`config.mk`:
```
export PLATFORM = sky130hd
export DESIGN_NAME = vis_top
export DESIGN_NICKNAME = d
export VERILOG_FILES = /design/src/source/vis_cfg_pkg.sv /design/src/source/vis_bus_pkg.sv /design/src/source/corr_bus_if.sv /design/src/source/samp_if.sv /design/src/source/sample_fanout.sv /design/src/source/correlator.sv /design/src/source/vis_prefetch.sv /design/src/source/vis_buffer.sv /design/src/source/vis_top.sv
export SDC_FILE = /design/constraint.sdc
export NUM_CORES = 1
export LEC_CHECK = 0
export BUFFER_PORTS_ARGS = -buffer_cell sky130_fd_sc_hd__buf_2
export CAP_MARGIN = 10
export CORE_ASPECT_RATIO = 1.75
export CORE_UTILIZATION = 52
export DETAILED_ROUTE_END_ITERATION = 7
export GPL_ROUTABILITY_DRIVEN = 0
export GPL_TIMING_DRIVEN = 0
export PLACE_DENSITY_LB_ADDON = 0.12
export SLEW_MARGIN = 5
export SYNTH_ARGS = -nofsm -noshare
export SYNTH_HDL_FRONTEND = slang
export SYNTH_SLANG_ARGS = --single-unit
```
`constraint.sdc`:
```
create_clock -name clk_i -period 40.4 [get_ports clk_i]
set_input_delay 2.02 -clock clk_i [delete_from_list [all_inputs] [get_ports clk_i]]
set_output_delay 2.02 -clock clk_i [all_outputs]
set_load 0.005 [all_outputs]
```
`src/source/vis_cfg_pkg.sv`:
```
`default_nettype none

// sizing of the correlator array and the widths that follow from it
package vis_cfg_pkg;

   localparam int NANT   = 4;                  // antennas
   localparam int NCORR  = NANT * (NANT - 1) / 2; // one correlator per antenna pair
   localparam int WINDOW = 64;                 // valid samples per window
   localparam int ACC_W  = 24;                 // accumulator / bus word width
   localparam int WCNT_W = $clog2(WINDOW + 1); // window counter
   localparam int NWORD  = 2 * NCORR;          // re + im per correlator
   localparam int BADR_W = $clog2(NWORD * 4);  // host byte address, 4 lanes per word

   // ---------------------------------------------------------------------
   // pair enumeration (0,1) (0,2) .. (0,n-1) (1,2) ..
   // ---------------------------------------------------------------------
   function automatic int pair_idx(input int idx, input int nant, input bit want_b);
      int k;
      k = 0;
      for (int a = 0; a < nant; a++) begin
         for (int b = a + 1; b < nant; b++) begin
            if (k == idx)
               return want_b ? b : a;
            k++;
         end
      end
      return 0;                                // idx out of range
   endfunction

   function automatic int pair_a(input int idx, input int nant);
      return pair_idx(idx, nant, 1'b0);
   endfunction

   function automatic int pair_b(input int idx, input int nant);
      return pair_idx(idx, nant, 1'b1);
   endfunction

endpackage

`default_nettype wire

```
`src/source/vis_bus_pkg.sv`:
```
`default_nettype none

// readout bus payload between prefetcher and correlators
package vis_bus_pkg;

   import vis_cfg_pkg::*;

   typedef logic [ACC_W-1:0] vis_word_t;       // one visibility count

   // which bank word a strobe asks for
   typedef enum logic {
      PART_RE = 1'b0,                          // I(a) == I(b) count
      PART_IM = 1'b1                           // I(a) == Q(b) count
   } part_e;

endpackage

`default_nettype wire

```
`src/source/corr_bus_if.sv`:
```
`timescale 1ns/1ps
`default_nettype none

// cyc/stb/ack readout bus, one per correlator
//   stb is a single-cycle request, ack + dat come back the cycle after
interface corr_bus_if
   import vis_bus_pkg::*;
();

   logic      cyc;                             // held for the whole prefetch
   logic      stb;                             // one-cycle request
   part_e     part;                            // re or im bank word
   logic      ack;                             // reply strobe
   vis_word_t dat;                             // reply data, valid with ack

   modport master (
      output cyc, stb, part,
      input  ack, dat
   );

   modport slave (
      input  cyc, stb, part,
      output ack, dat
   );

endinterface

`default_nettype wire

```
`src/source/samp_if.sv`:
```
`timescale 1ns/1ps
`default_nettype none

// sample broadcast from the fanout to every correlator
interface samp_if
   import vis_cfg_pkg::*;
#(
   parameter int N_ANT = NANT
) ();

   logic             valid;                    // sample strobe, level per cycle
   logic [N_ANT-1:0] i_bits;                   // one-bit in-phase per antenna
   logic [N_ANT-1:0] q_bits;                   // one-bit quadrature per antenna
   logic             switch;                   // with the last valid of a window

   modport src (output valid, i_bits, q_bits, switch);
   modport dst (input  valid, i_bits, q_bits, switch);

endinterface

`default_nettype wire

```
`src/source/sample_fanout.sv`:
```
`timescale 1ns/1ps
`default_nettype none

module sample_fanout
   import vis_cfg_pkg::*;
#(
   parameter int NANT   = vis_cfg_pkg::NANT,
   parameter int WINDOW = vis_cfg_pkg::WINDOW
) (
   input  logic            clk_i,
   input  logic            rst_i,
   input  logic            samp_valid_i,
   input  logic [NANT-1:0] samp_i_i,
   input  logic [NANT-1:0] samp_q_i,
   samp_if.src             samp_o
);

   logic [WCNT_W-1:0] wcnt;                    // valid samples seen in this window
   logic              last;                    // next valid closes the window

   assign last = (wcnt == WCNT_W'(WINDOW - 1));

   // ---------------------------------------------------------------------
   // window counter and broadcast strobes, one cycle behind the inputs
   // ---------------------------------------------------------------------
   always_ff @(posedge clk_i) begin
      if (rst_i) begin
         wcnt          <= '0;
         samp_o.valid  <= 1'b0;
         samp_o.switch <= 1'b0;
      end else begin
         samp_o.valid  <= samp_valid_i;
         samp_o.switch <= samp_valid_i & last;  // lines up with the closing valid
         if (samp_valid_i)
            wcnt <= last ? '0 : wcnt + 1'b1;    // wraps modulo WINDOW
      end
   end

   // raw sample bits, meaningful only with valid
   always_ff @(posedge clk_i) begin
      samp_o.i_bits <= samp_i_i;
      samp_o.q_bits <= samp_q_i;
   end

endmodule

`default_nettype wire

```
`src/source/correlator.sv`:
```
`timescale 1ns/1ps
`default_nettype none

// one antenna pair: counts sign agreements, banks them at each switch
module correlator
   import vis_bus_pkg::*;
#(
   parameter int ACC_W = vis_cfg_pkg::ACC_W,
   parameter int IDX_A = 0,                    // first antenna of the pair
   parameter int IDX_B = 1                     // second antenna of the pair
) (
   input  logic      clk_i,
   input  logic      rst_i,
   samp_if.dst       samp_i,
   corr_bus_if.slave bus_s
);

   logic [ACC_W-1:0] acc_re;                   // running real count
   logic [ACC_W-1:0] acc_im;                   // running imaginary count
   logic [ACC_W-1:0] sum_re;                   // count including this sample
   logic [ACC_W-1:0] sum_im;
   logic             agree_re;
   logic             agree_im;
   vis_word_t        bank_re;                  // totals of the last finished window
   vis_word_t        bank_im;

   // one-bit correlation is just equality of the signs
   assign agree_re = (samp_i.i_bits[IDX_A] == samp_i.i_bits[IDX_B]);
   assign agree_im = (samp_i.i_bits[IDX_A] == samp_i.q_bits[IDX_B]);

   assign sum_re = acc_re + ACC_W'(agree_re);
   assign sum_im = acc_im + ACC_W'(agree_im);

   // ---------------------------------------------------------------------
   // accumulators
   // ---------------------------------------------------------------------
   always_ff @(posedge clk_i) begin
      if (rst_i) begin
         acc_re <= '0;
         acc_im <= '0;
      end else if (samp_i.valid) begin
         if (samp_i.switch) begin              // window done, start over
            acc_re <= '0;
            acc_im <= '0;
         end else begin
            acc_re <= sum_re;
            acc_im <= sum_im;
         end
      end
   end

   // bank takes the totals with the closing sample folded in
   always_ff @(posedge clk_i) begin
      if (samp_i.valid && samp_i.switch) begin
         bank_re <= vis_word_t'(sum_re);
         bank_im <= vis_word_t'(sum_im);
      end
   end

   // ---------------------------------------------------------------------
   // bus slave, answers every strobe one cycle later
   // ---------------------------------------------------------------------
   always_ff @(posedge clk_i) begin
      if (rst_i)
         bus_s.ack <= 1'b0;
      else
         bus_s.ack <= bus_s.cyc & bus_s.stb;
   end

   always_ff @(posedge clk_i) begin
      if (bus_s.stb)
         bus_s.dat <= (bus_s.part == PART_IM) ? bank_im : bank_re;
   end

endmodule

`default_nettype wire

```
`src/source/vis_prefetch.sv`:
```
`timescale 1ns/1ps
`default_nettype none

// walks all correlator banks after a switch and copies them to the buffer
module vis_prefetch
   import vis_cfg_pkg::*, vis_bus_pkg::*;
(
   input  logic              clk_i,
   input  logic              rst_i,
   input  logic              switch_i,
   corr_bus_if.master        bus_m [NCORR],
   output logic              wr_en_o,
   output logic [BADR_W-3:0] wr_adr_o,
   output vis_word_t         wr_dat_o,
   output logic              ready_o,
   output vis_word_t         checksum_o
);

   localparam int SEL_W = BADR_W - 3;          // word number without the part bit

   typedef enum logic [1:0] {
      ST_IDLE,                                 // nothing to fetch
      ST_REQ,                                  // strobe out this cycle
      ST_WAIT                                  // waiting for ack
   } state_t;

   state_t            state;
   logic [BADR_W-3:0] word;                    // buffer word, 2*corr + part
   logic [SEL_W-1:0]  sel;                     // correlator being read
   logic [NCORR-1:0]  ack_v;
   vis_word_t         dat_v [NCORR];
   logic              ack;
   logic              last;

   assign sel  = word[BADR_W-3:1];
   assign ack  = ack_v[sel];
   assign last = (word == (BADR_W - 2)'(NWORD - 1));

   // ---------------------------------------------------------------------
   // fan the single master out over the bus array
   // ---------------------------------------------------------------------
   for (genvar g = 0; g < NCORR; g++) begin : g_bus
      assign bus_m[g].cyc  = (state != ST_IDLE);
      assign bus_m[g].stb  = (state == ST_REQ) && (sel == SEL_W'(g));
      assign bus_m[g].part = part_e'(word[0]);
      assign ack_v[g]      = bus_m[g].ack;
      assign dat_v[g]      = bus_m[g].dat;
   end

   // buffer write straight off the ack
   assign wr_en_o  = ack && (state == ST_WAIT);
   assign wr_adr_o = word;
   assign wr_dat_o = dat_v[sel];

   // ---------------------------------------------------------------------
   // fetch FSM, two cycles per word
   // ---------------------------------------------------------------------
   always_ff @(posedge clk_i) begin
      if (rst_i) begin
         state      <= ST_IDLE;
         word       <= '0;
         ready_o    <= 1'b0;
         checksum_o <= '0;
      end else if (switch_i) begin             // new banks, old buffer is stale
         state      <= ST_REQ;
         word       <= '0;
         ready_o    <= 1'b0;
         checksum_o <= '0;
      end else begin
         case (state)
            ST_REQ: state <= ST_WAIT;
            ST_WAIT: begin
               if (ack) begin
                  checksum_o <= checksum_o ^ dat_v[sel];
                  if (last) begin
                     state   <= ST_IDLE;
                     ready_o <= 1'b1;          // held until the next switch
                  end else begin
                     state <= ST_REQ;
                     word  <= word + 1'b1;
                  end
               end
            end
            default: state <= ST_IDLE;
         endcase
      end
   end

endmodule

`default_nettype wire

```
`src/source/vis_buffer.sv`:
```
`timescale 1ns/1ps
`default_nettype none

// word-wide write from the prefetcher, byte-wide read for the host
module vis_buffer
   import vis_cfg_pkg::*, vis_bus_pkg::*;
(
   input  logic              clk_i,
   input  logic              wr_en_i,
   input  logic [BADR_W-3:0] wr_adr_i,
   input  vis_word_t         wr_dat_i,
   input  logic [BADR_W-1:0] rd_adr_i,      // {word, lane}
   output logic [7:0]        rd_dat_o
);

   vis_word_t         mem [NWORD];
   logic [BADR_W-3:0] rd_word;
   logic [1:0]        rd_lane;

   assign rd_word = rd_adr_i[BADR_W-1:2];
   assign rd_lane = rd_adr_i[1:0];

   always_ff @(posedge clk_i) begin
      if (wr_en_i)
         mem[wr_adr_i] <= wr_dat_i;
   end

   // ---------------------------------------------------------------------
   // byte read, lsb first, lane 3 and unused words read as zero
   // ---------------------------------------------------------------------
   always_ff @(posedge clk_i) begin
      rd_dat_o <= 8'h00;
      if (rd_word < NWORD && rd_lane != 2'd3)
         rd_dat_o <= mem[rd_word][{rd_lane, 3'b000} +: 8];
   end

endmodule

`default_nettype wire

```
`src/source/vis_top.sv`:
```
`timescale 1ns/1ps
`default_nettype none

module vis_top
   import vis_cfg_pkg::*, vis_bus_pkg::*;
#(
   parameter int NANT   = vis_cfg_pkg::NANT,
   parameter int WINDOW = vis_cfg_pkg::WINDOW,
   parameter int ACC_W  = vis_cfg_pkg::ACC_W
) (
   input  logic              clk_i,
   input  logic              rst_i,
   input  logic              samp_valid_i,
   input  logic [NANT-1:0]   samp_i_i,
   input  logic [NANT-1:0]   samp_q_i,
   input  logic [BADR_W-1:0] rd_adr_i,
   output logic [7:0]        rd_dat_o,
   output logic              ready_o,      // buffer holds a full window
   output vis_word_t         checksum_o    // xor of all buffered words
);

   logic              wr_en;
   logic [BADR_W-3:0] wr_adr;
   vis_word_t         wr_dat;

   samp_if #(.N_ANT(NANT)) samp ();
   corr_bus_if             cbus [NCORR] ();

   // ---------------------------------------------------------------------
   // sample path
   // ---------------------------------------------------------------------
   sample_fanout #(
      .NANT   (NANT),
      .WINDOW (WINDOW)
   ) u_fanout (
      .clk_i        (clk_i),
      .rst_i        (rst_i),
      .samp_valid_i (samp_valid_i),
      .samp_i_i     (samp_i_i),
      .samp_q_i     (samp_q_i),
      .samp_o       (samp)
   );

   for (genvar g = 0; g < NCORR; g++) begin : g_corr
      correlator #(
         .ACC_W (ACC_W),
         .IDX_A (pair_a(g, NANT)),
         .IDX_B (pair_b(g, NANT))
      ) u_corr (
         .clk_i  (clk_i),
         .rst_i  (rst_i),
         .samp_i (samp),
         .bus_s  (cbus[g])
      );
   end

   // ---------------------------------------------------------------------
   // readout path
   // ---------------------------------------------------------------------
   vis_prefetch u_prefetch (
      .clk_i      (clk_i),
      .rst_i      (rst_i),
      .switch_i   (samp.switch),
      .bus_m      (cbus),
      .wr_en_o    (wr_en),
      .wr_adr_o   (wr_adr),
      .wr_dat_o   (wr_dat),
      .ready_o    (ready_o),
      .checksum_o (checksum_o)
   );

   vis_buffer u_buffer (
      .clk_i    (clk_i),
      .wr_en_i  (wr_en),
      .wr_adr_i (wr_adr),
      .wr_dat_i (wr_dat),
      .rd_adr_i (rd_adr_i),
      .rd_dat_o (rd_dat_o)
   );

endmodule

`default_nettype wire

```
# Yosys cells after proc, flatten, opt, wreduce, memory -nomap -nowiden
# Memories as Yosys holds them, arrays and structs flattened.
# Index checks and enable logic that the tools add are counted.
[classes]
reduce_logical = 15
muxes = 30
addsub = 14
div_mod_pow = 0
shift = 1
mul = 0
magnitude_cmp = 3
n_bitwise = 10
n_eq_ne = 24
[ops]
columns = ["cell", "count"]
rows = [
  ["two-way mux 24 bit", 20],
  ["adder 24 x 1 -> 24 bit", 12],
  ["binary-select mux 24 bit (select 3 bit)", 1],
  ["indexed part select 24 x 6 -> 8 bit", 1],
  ["bitwise XOR 24 bit", 1],
  ["equality test 1 bit", 12],
  ["logical AND 1 bit", 9],
  ["adder 7 x 1 -> 7 bit (second input constant)", 1],
  ["AND 1 bit", 7],
  ["equality test 7 x 6 -> 1 bit (second input constant)", 1],
  ["two-way mux 7 bit", 1],
  ["equality test 3 x 2 -> 1 bit (second input constant)", 2],
  ["equality test 3 bit (second input constant)", 2],
  ["AND reduction 3 bit", 2],
  ["two-way mux 1 bit", 5],
  ["adder 4 x 1 -> 4 bit (second input constant)", 1],
  ["equality test 4 bit (second input constant)", 1],
  [">= comparator 4 bit (second input constant)", 1],
  ["less-than comparator 3 x 4 -> 1 bit (second input constant)", 1],
  ["less-than comparator 4 bit (second input constant)", 1],
  ["inverter 3 -> 4 bit", 1],
  ["one-hot mux 2 bit (2 select lines)", 1],
  ["binary-select mux 1 bit (select 3 bit)", 1],
  ["equality test 3 x 1 -> 1 bit (second input constant)", 1],
  ["11 further kinds", 11],
]
[totals]
latch_bits = 0
wordCells = 145
ram_bits = 288
rom_bits = 0
in_bits = 17
memories = 1
ff_bits = 782
out_inout_bits = 33
[mem_list]
columns = ["memory", "words", "width", "read_ports", "rd_clocked_by_memory_dff", "wr", "line", "rtl"]
rows = [
  ["u_buffer.mem", 12, 24, 1, 0, 1, "vis_buffer.sv:16", "vis_word_t mem [NWORD];"],
]

# Logic depth before layout (Yosys ltp)
[logic_depth]
depth_word = 5
mapped_depth = 10
mapped_depth_nobuf = 8

# Hierarchy
# From an unflattened synthesis, not the netlist that was laid out.
[hier_totals]
cells_unflattened = 4127
hier_area_um2 = 49996.7
[modules_own_cells]
columns = ["mod", "area_per_inst_um2", "n_inst", "cells_each", "seq_area_each_um2"]
rows = [
  ["correlator at g_corr[0].u_corr ...", 5846.9, 5, 535, 3143.0],
  ["vis_buffer", 11524.8, 1, 559, 8808.4],
  ["correlator at g_corr[2].u_corr", 5526.6, 1, 486, 3143.0],
  ["vis_prefetch", 3200.6, 1, 366, 620.6],
  ["sample_fanout", 510.5, 1, 41, 340.3],
]

# Worst setup path after synthesis
# Ideal clock, no wire load.
[synth_timing]
kind = "register to register"
startpoint = "reg u_fanout.samp_o.switch"
endpoint = "reg g_corr[0].u_corr.bank_im[0] (enable)"
setup_time_ns = 0.944
t_arrival_ns = 12.872
required_ns = 39.456
path_stages_with_launch = 6
period_less_slack_ns = 13.817
setup_slack_ns = 26.583
cell_sequence = "dfxtp_1 buf_2 inv_1 clkbuf_1 buf_1 nor2_1"
[synth_between]
elab_chain_len = 1
[synth_lines]
columns = ["item", "line", "rtl"]
rows = [
  ["start, declared", "samp_if.sv:16", "modport src (output valid, i_bits, q_bits, switch);"],
  ["start signal, assigned", "sample_fanout.sv:33", "samp_o.switch <= samp_valid_i & last;"],
  ["logical AND 1 bit", "correlator.sv:54", "if (samp_i.valid && samp_i.switch) begin"],
  ["end signal, assigned", "correlator.sv:56", "bank_im <= vis_word_t'(sum_im);"],
  ["end, declared", "correlator.sv:25", "vis_word_t bank_im;"],
]
# No other way between the ends.
# A chain may end at the register's enable or synchronous reset.

==> impl_metrics.toml <==
[outcome]
status = "finished clean"

[job]
drv_cap = 0

[finish]
layout_commonest_cell = "edfxtp_1"
final_area_sq_um = 51800
area_delta_synth_final_pct = 11.7
layout-drive-gt1-share_pct = 15.1
layout_common_cells = "edfxtp_1, dfxtp_1, nor2_1"
final_net_count = 3860
fill_cells = 7201
finish.utilization_pct = 58.8
antennaDiodeCount = 0

[timing]
final_max_slew_viol_count = 0
tightest_slew_ps = 1440
post-route-period-util_pct = 11.1
setup_tns_ps = 0
skew_ps = 30.2
setup_viol = 0
fin_ws_ps = 35920
finalHoldViolCount = 0
post-route-min-period_ps = 4480
slew_headroom_pct = 3.89
rsz0062_at_grt = "false"
fmax_mhz = 223

[synthesis]
yosysWarnings = 0
ys_async_sr_fraction_pct = 0
synth_fp_nets = 3672
synth_cells = 3622
syn_avg_cell_area_sq_um = 12.8
ys.flop_type = "edfxtp_1"
ys_ff_latch = 1069
ys_seq_area_share_pct = 61.7
netlist_area_sq_um = 46300
synth_cell_types = 69
synth_edf_count = 720

[detailed_routing]
drc_errors = 0
detail-route-antenna-nets = 0
firstDrtPassIters = 6
drt_iter0_drc = 2698
vias = 31200
wl_um = 143000
viasPerCell = 6.17
drt-wirelength-per-cell_um = 28.2

[place]
port_buffers = 46
placed_area_sq_um = 48700
dp_slack_ps = 35350
dpl.hpwl_um = 104000

[power_and_ir_drop]
p_comb_share_pct = 3.3
p_leak_uw = 0.0170
power.switching_uw = 474
p_seq_share_pct = 54.3
p_clk_share_pct = 42.3
p_int_uw = 1660
cellPowerDensity_nw_per_um2 = 41.2
netSwitchingFraction_pct = 22.2
ir_drop_uv = 31.5

[grt]
antenna_found_initial = 1
grt_overflow = 0
grt_max_degree = 35
grt_pass1_wl_um = 203000
grt_pass1_vias = 30400
grt_usage_pct = 31.8

[clocking]
postCtsSetupRepairBufs = 0
cts_hold_buf = 0
path_clk_slew_ps = 70
clk-insertion-delay-late_ps = 720
cts_buffers = 95
cts_buffer_depth = 3
cts_sinks = 1069
cts_tree = "yes"
htree_levels = 3
cts_resized = 0
cts_root_buf = "clkbuf_16"

[die]
fp-row-count = 144
fp.dieW_um = 228
core_sq_um = 88100
start_util_pct = 52.6
fp.dieH_um = 397
die_area_sq_um = 90400
io_pins = 50

[setup_path]
start_kind = "primary input"
crit_required_ps = 41020
path_max_fanout = 10
end_kind = "flop"
arrival_ps = 5100
critPathKind = "in -> reg"

[worst_hold_path]
hold_class = "reg -> reg"
[critical path, cell delays in order]
cell and delay [ps]:
buf_2 120, clkbuf_1 290, nor3b_2 860, buf_2 460
buf_1 1050, nand2_1 120, o22ai_1 170
[stage by stage]
stage	instances	power, uW	hold WS (ps)
after floorplan	3622	1220	412
after global placement	4836	1250	426
after detailed placement	4875	1250	431
after CTS	5054	2140	441
after global routing	5060	2180	457
final	5060	2130	446
[power by group through the flow]
stage	registers [uW]	logic (uW)	clock network [uW]
6_report	1160	71.1	902
2_1_floorplan	1180	36.8	0
3_3_place_gp	1180	69.7	0
3_5_place_dp	1180	70.4	0
4_1_cts	1160	70.5	911
5_1_grt	1160	73.7	950
[final cells by class]
type | count | area [sq um] | area share [%]
Sequential cell | 1069 | 28600 | 55.3
Multi-Input combinational cell | 2263 | 16700 | 32.2
Clock buffer | 133 | 2620 | 5.06
Tap cell | 1168 | 1460 | 2.82
Buffer | 244 | 1030 | 1.99
Timing Repair Buffer | 91 | 808 | 1.56
Clock inverter | 46 | 387 | 0.747
Inverter | 46 | 173 | 0.334
[metal layers]
layer,track usage (%),part of all wire (%)
met1,33.4,34
met2,55.0,50
met3,4.18,5.2
met4,29.0,10
met5,0,0
[cell usage after synthesis, types with 69 or more instances]
cell	number	area, sq um
nand3_1	140	701
mux4_2	76	1710
xnor2_1	197	1730
nand4_1	69	432
clkbuf_1	160	601
nor3_1	81	405
a22oi_1	87	653
dfxtp_1	349	6990
o21ai_0	182	911
xor2_1	115	1010
edfxtp_1	720	21600
nand2_1	178	668
mux2_2	145	1630
mux2i_1	86	861
a21oi_1	147	736
nor2_1	230	863
[final timing paths]
check                                      startpoint                                       end  slack [ps]  depth (start not counted)
max                                             rst_i   g_corr[1].u_corr.acc_re[8]$_SDFFE_PP0P_       35920                          7
max reg2reg         u_fanout.samp_o.switch$_SDFF_PP0_  g_corr[1].u_corr.acc_im[13]$_SDFFE_PP0P_       36940                          9
min reg2reg  g_corr[1].u_corr.acc_re[23]$_SDFFE_PP0P_  g_corr[1].u_corr.acc_re[23]$_SDFFE_PP0P_         450                          1
min          g_corr[1].u_corr.acc_re[23]$_SDFFE_PP0P_  g_corr[1].u_corr.acc_re[23]$_SDFFE_PP0P_         450                          1
[state kept, by name (all words and copies together), names as in the netlist]
name / count
u_buffer.rd_dat_o: 8
u_prefetch.ready_o: 1
u_fanout.samp_o.switch: 1
u_buffer.mem: 288
u_fanout.samp_o.i_bits: 4
u_fanout.samp_o.valid: 1
u_prefetch.wr_adr_o: 4
g_corr.u_corr.acc_re: 144
u_fanout.samp_o.q_bits: 3
g_corr.u_corr.bus_s.dat: 144
g_corr.u_corr.bus_s.ack: 6
g_corr.u_corr.acc_im: 144
u_prefetch.checksum_o: 24
u_prefetch.state: 2
u_fanout.wcnt: 7
g_corr.u_corr.bank_re: 144
g_corr.u_corr.bank_im: 144
[cells by family (layout without fill, tap and decap cells)]
family / Yosys count / in the layout / share of synthesized area (%)
fa+ha+maj: 33 / 33 / 0.891
buf+inv: 290 / 560 / 2.59
simple gates: 948 / 948 / 10.7
compound gates: 663 / 663 / 9.10
flops: 1069 / 1069 / 61.7
xor+xnor: 312 / 312 / 5.90
mux: 307 / 307 / 9.07
Note: power is estimated with default switching activity, not from simulation.
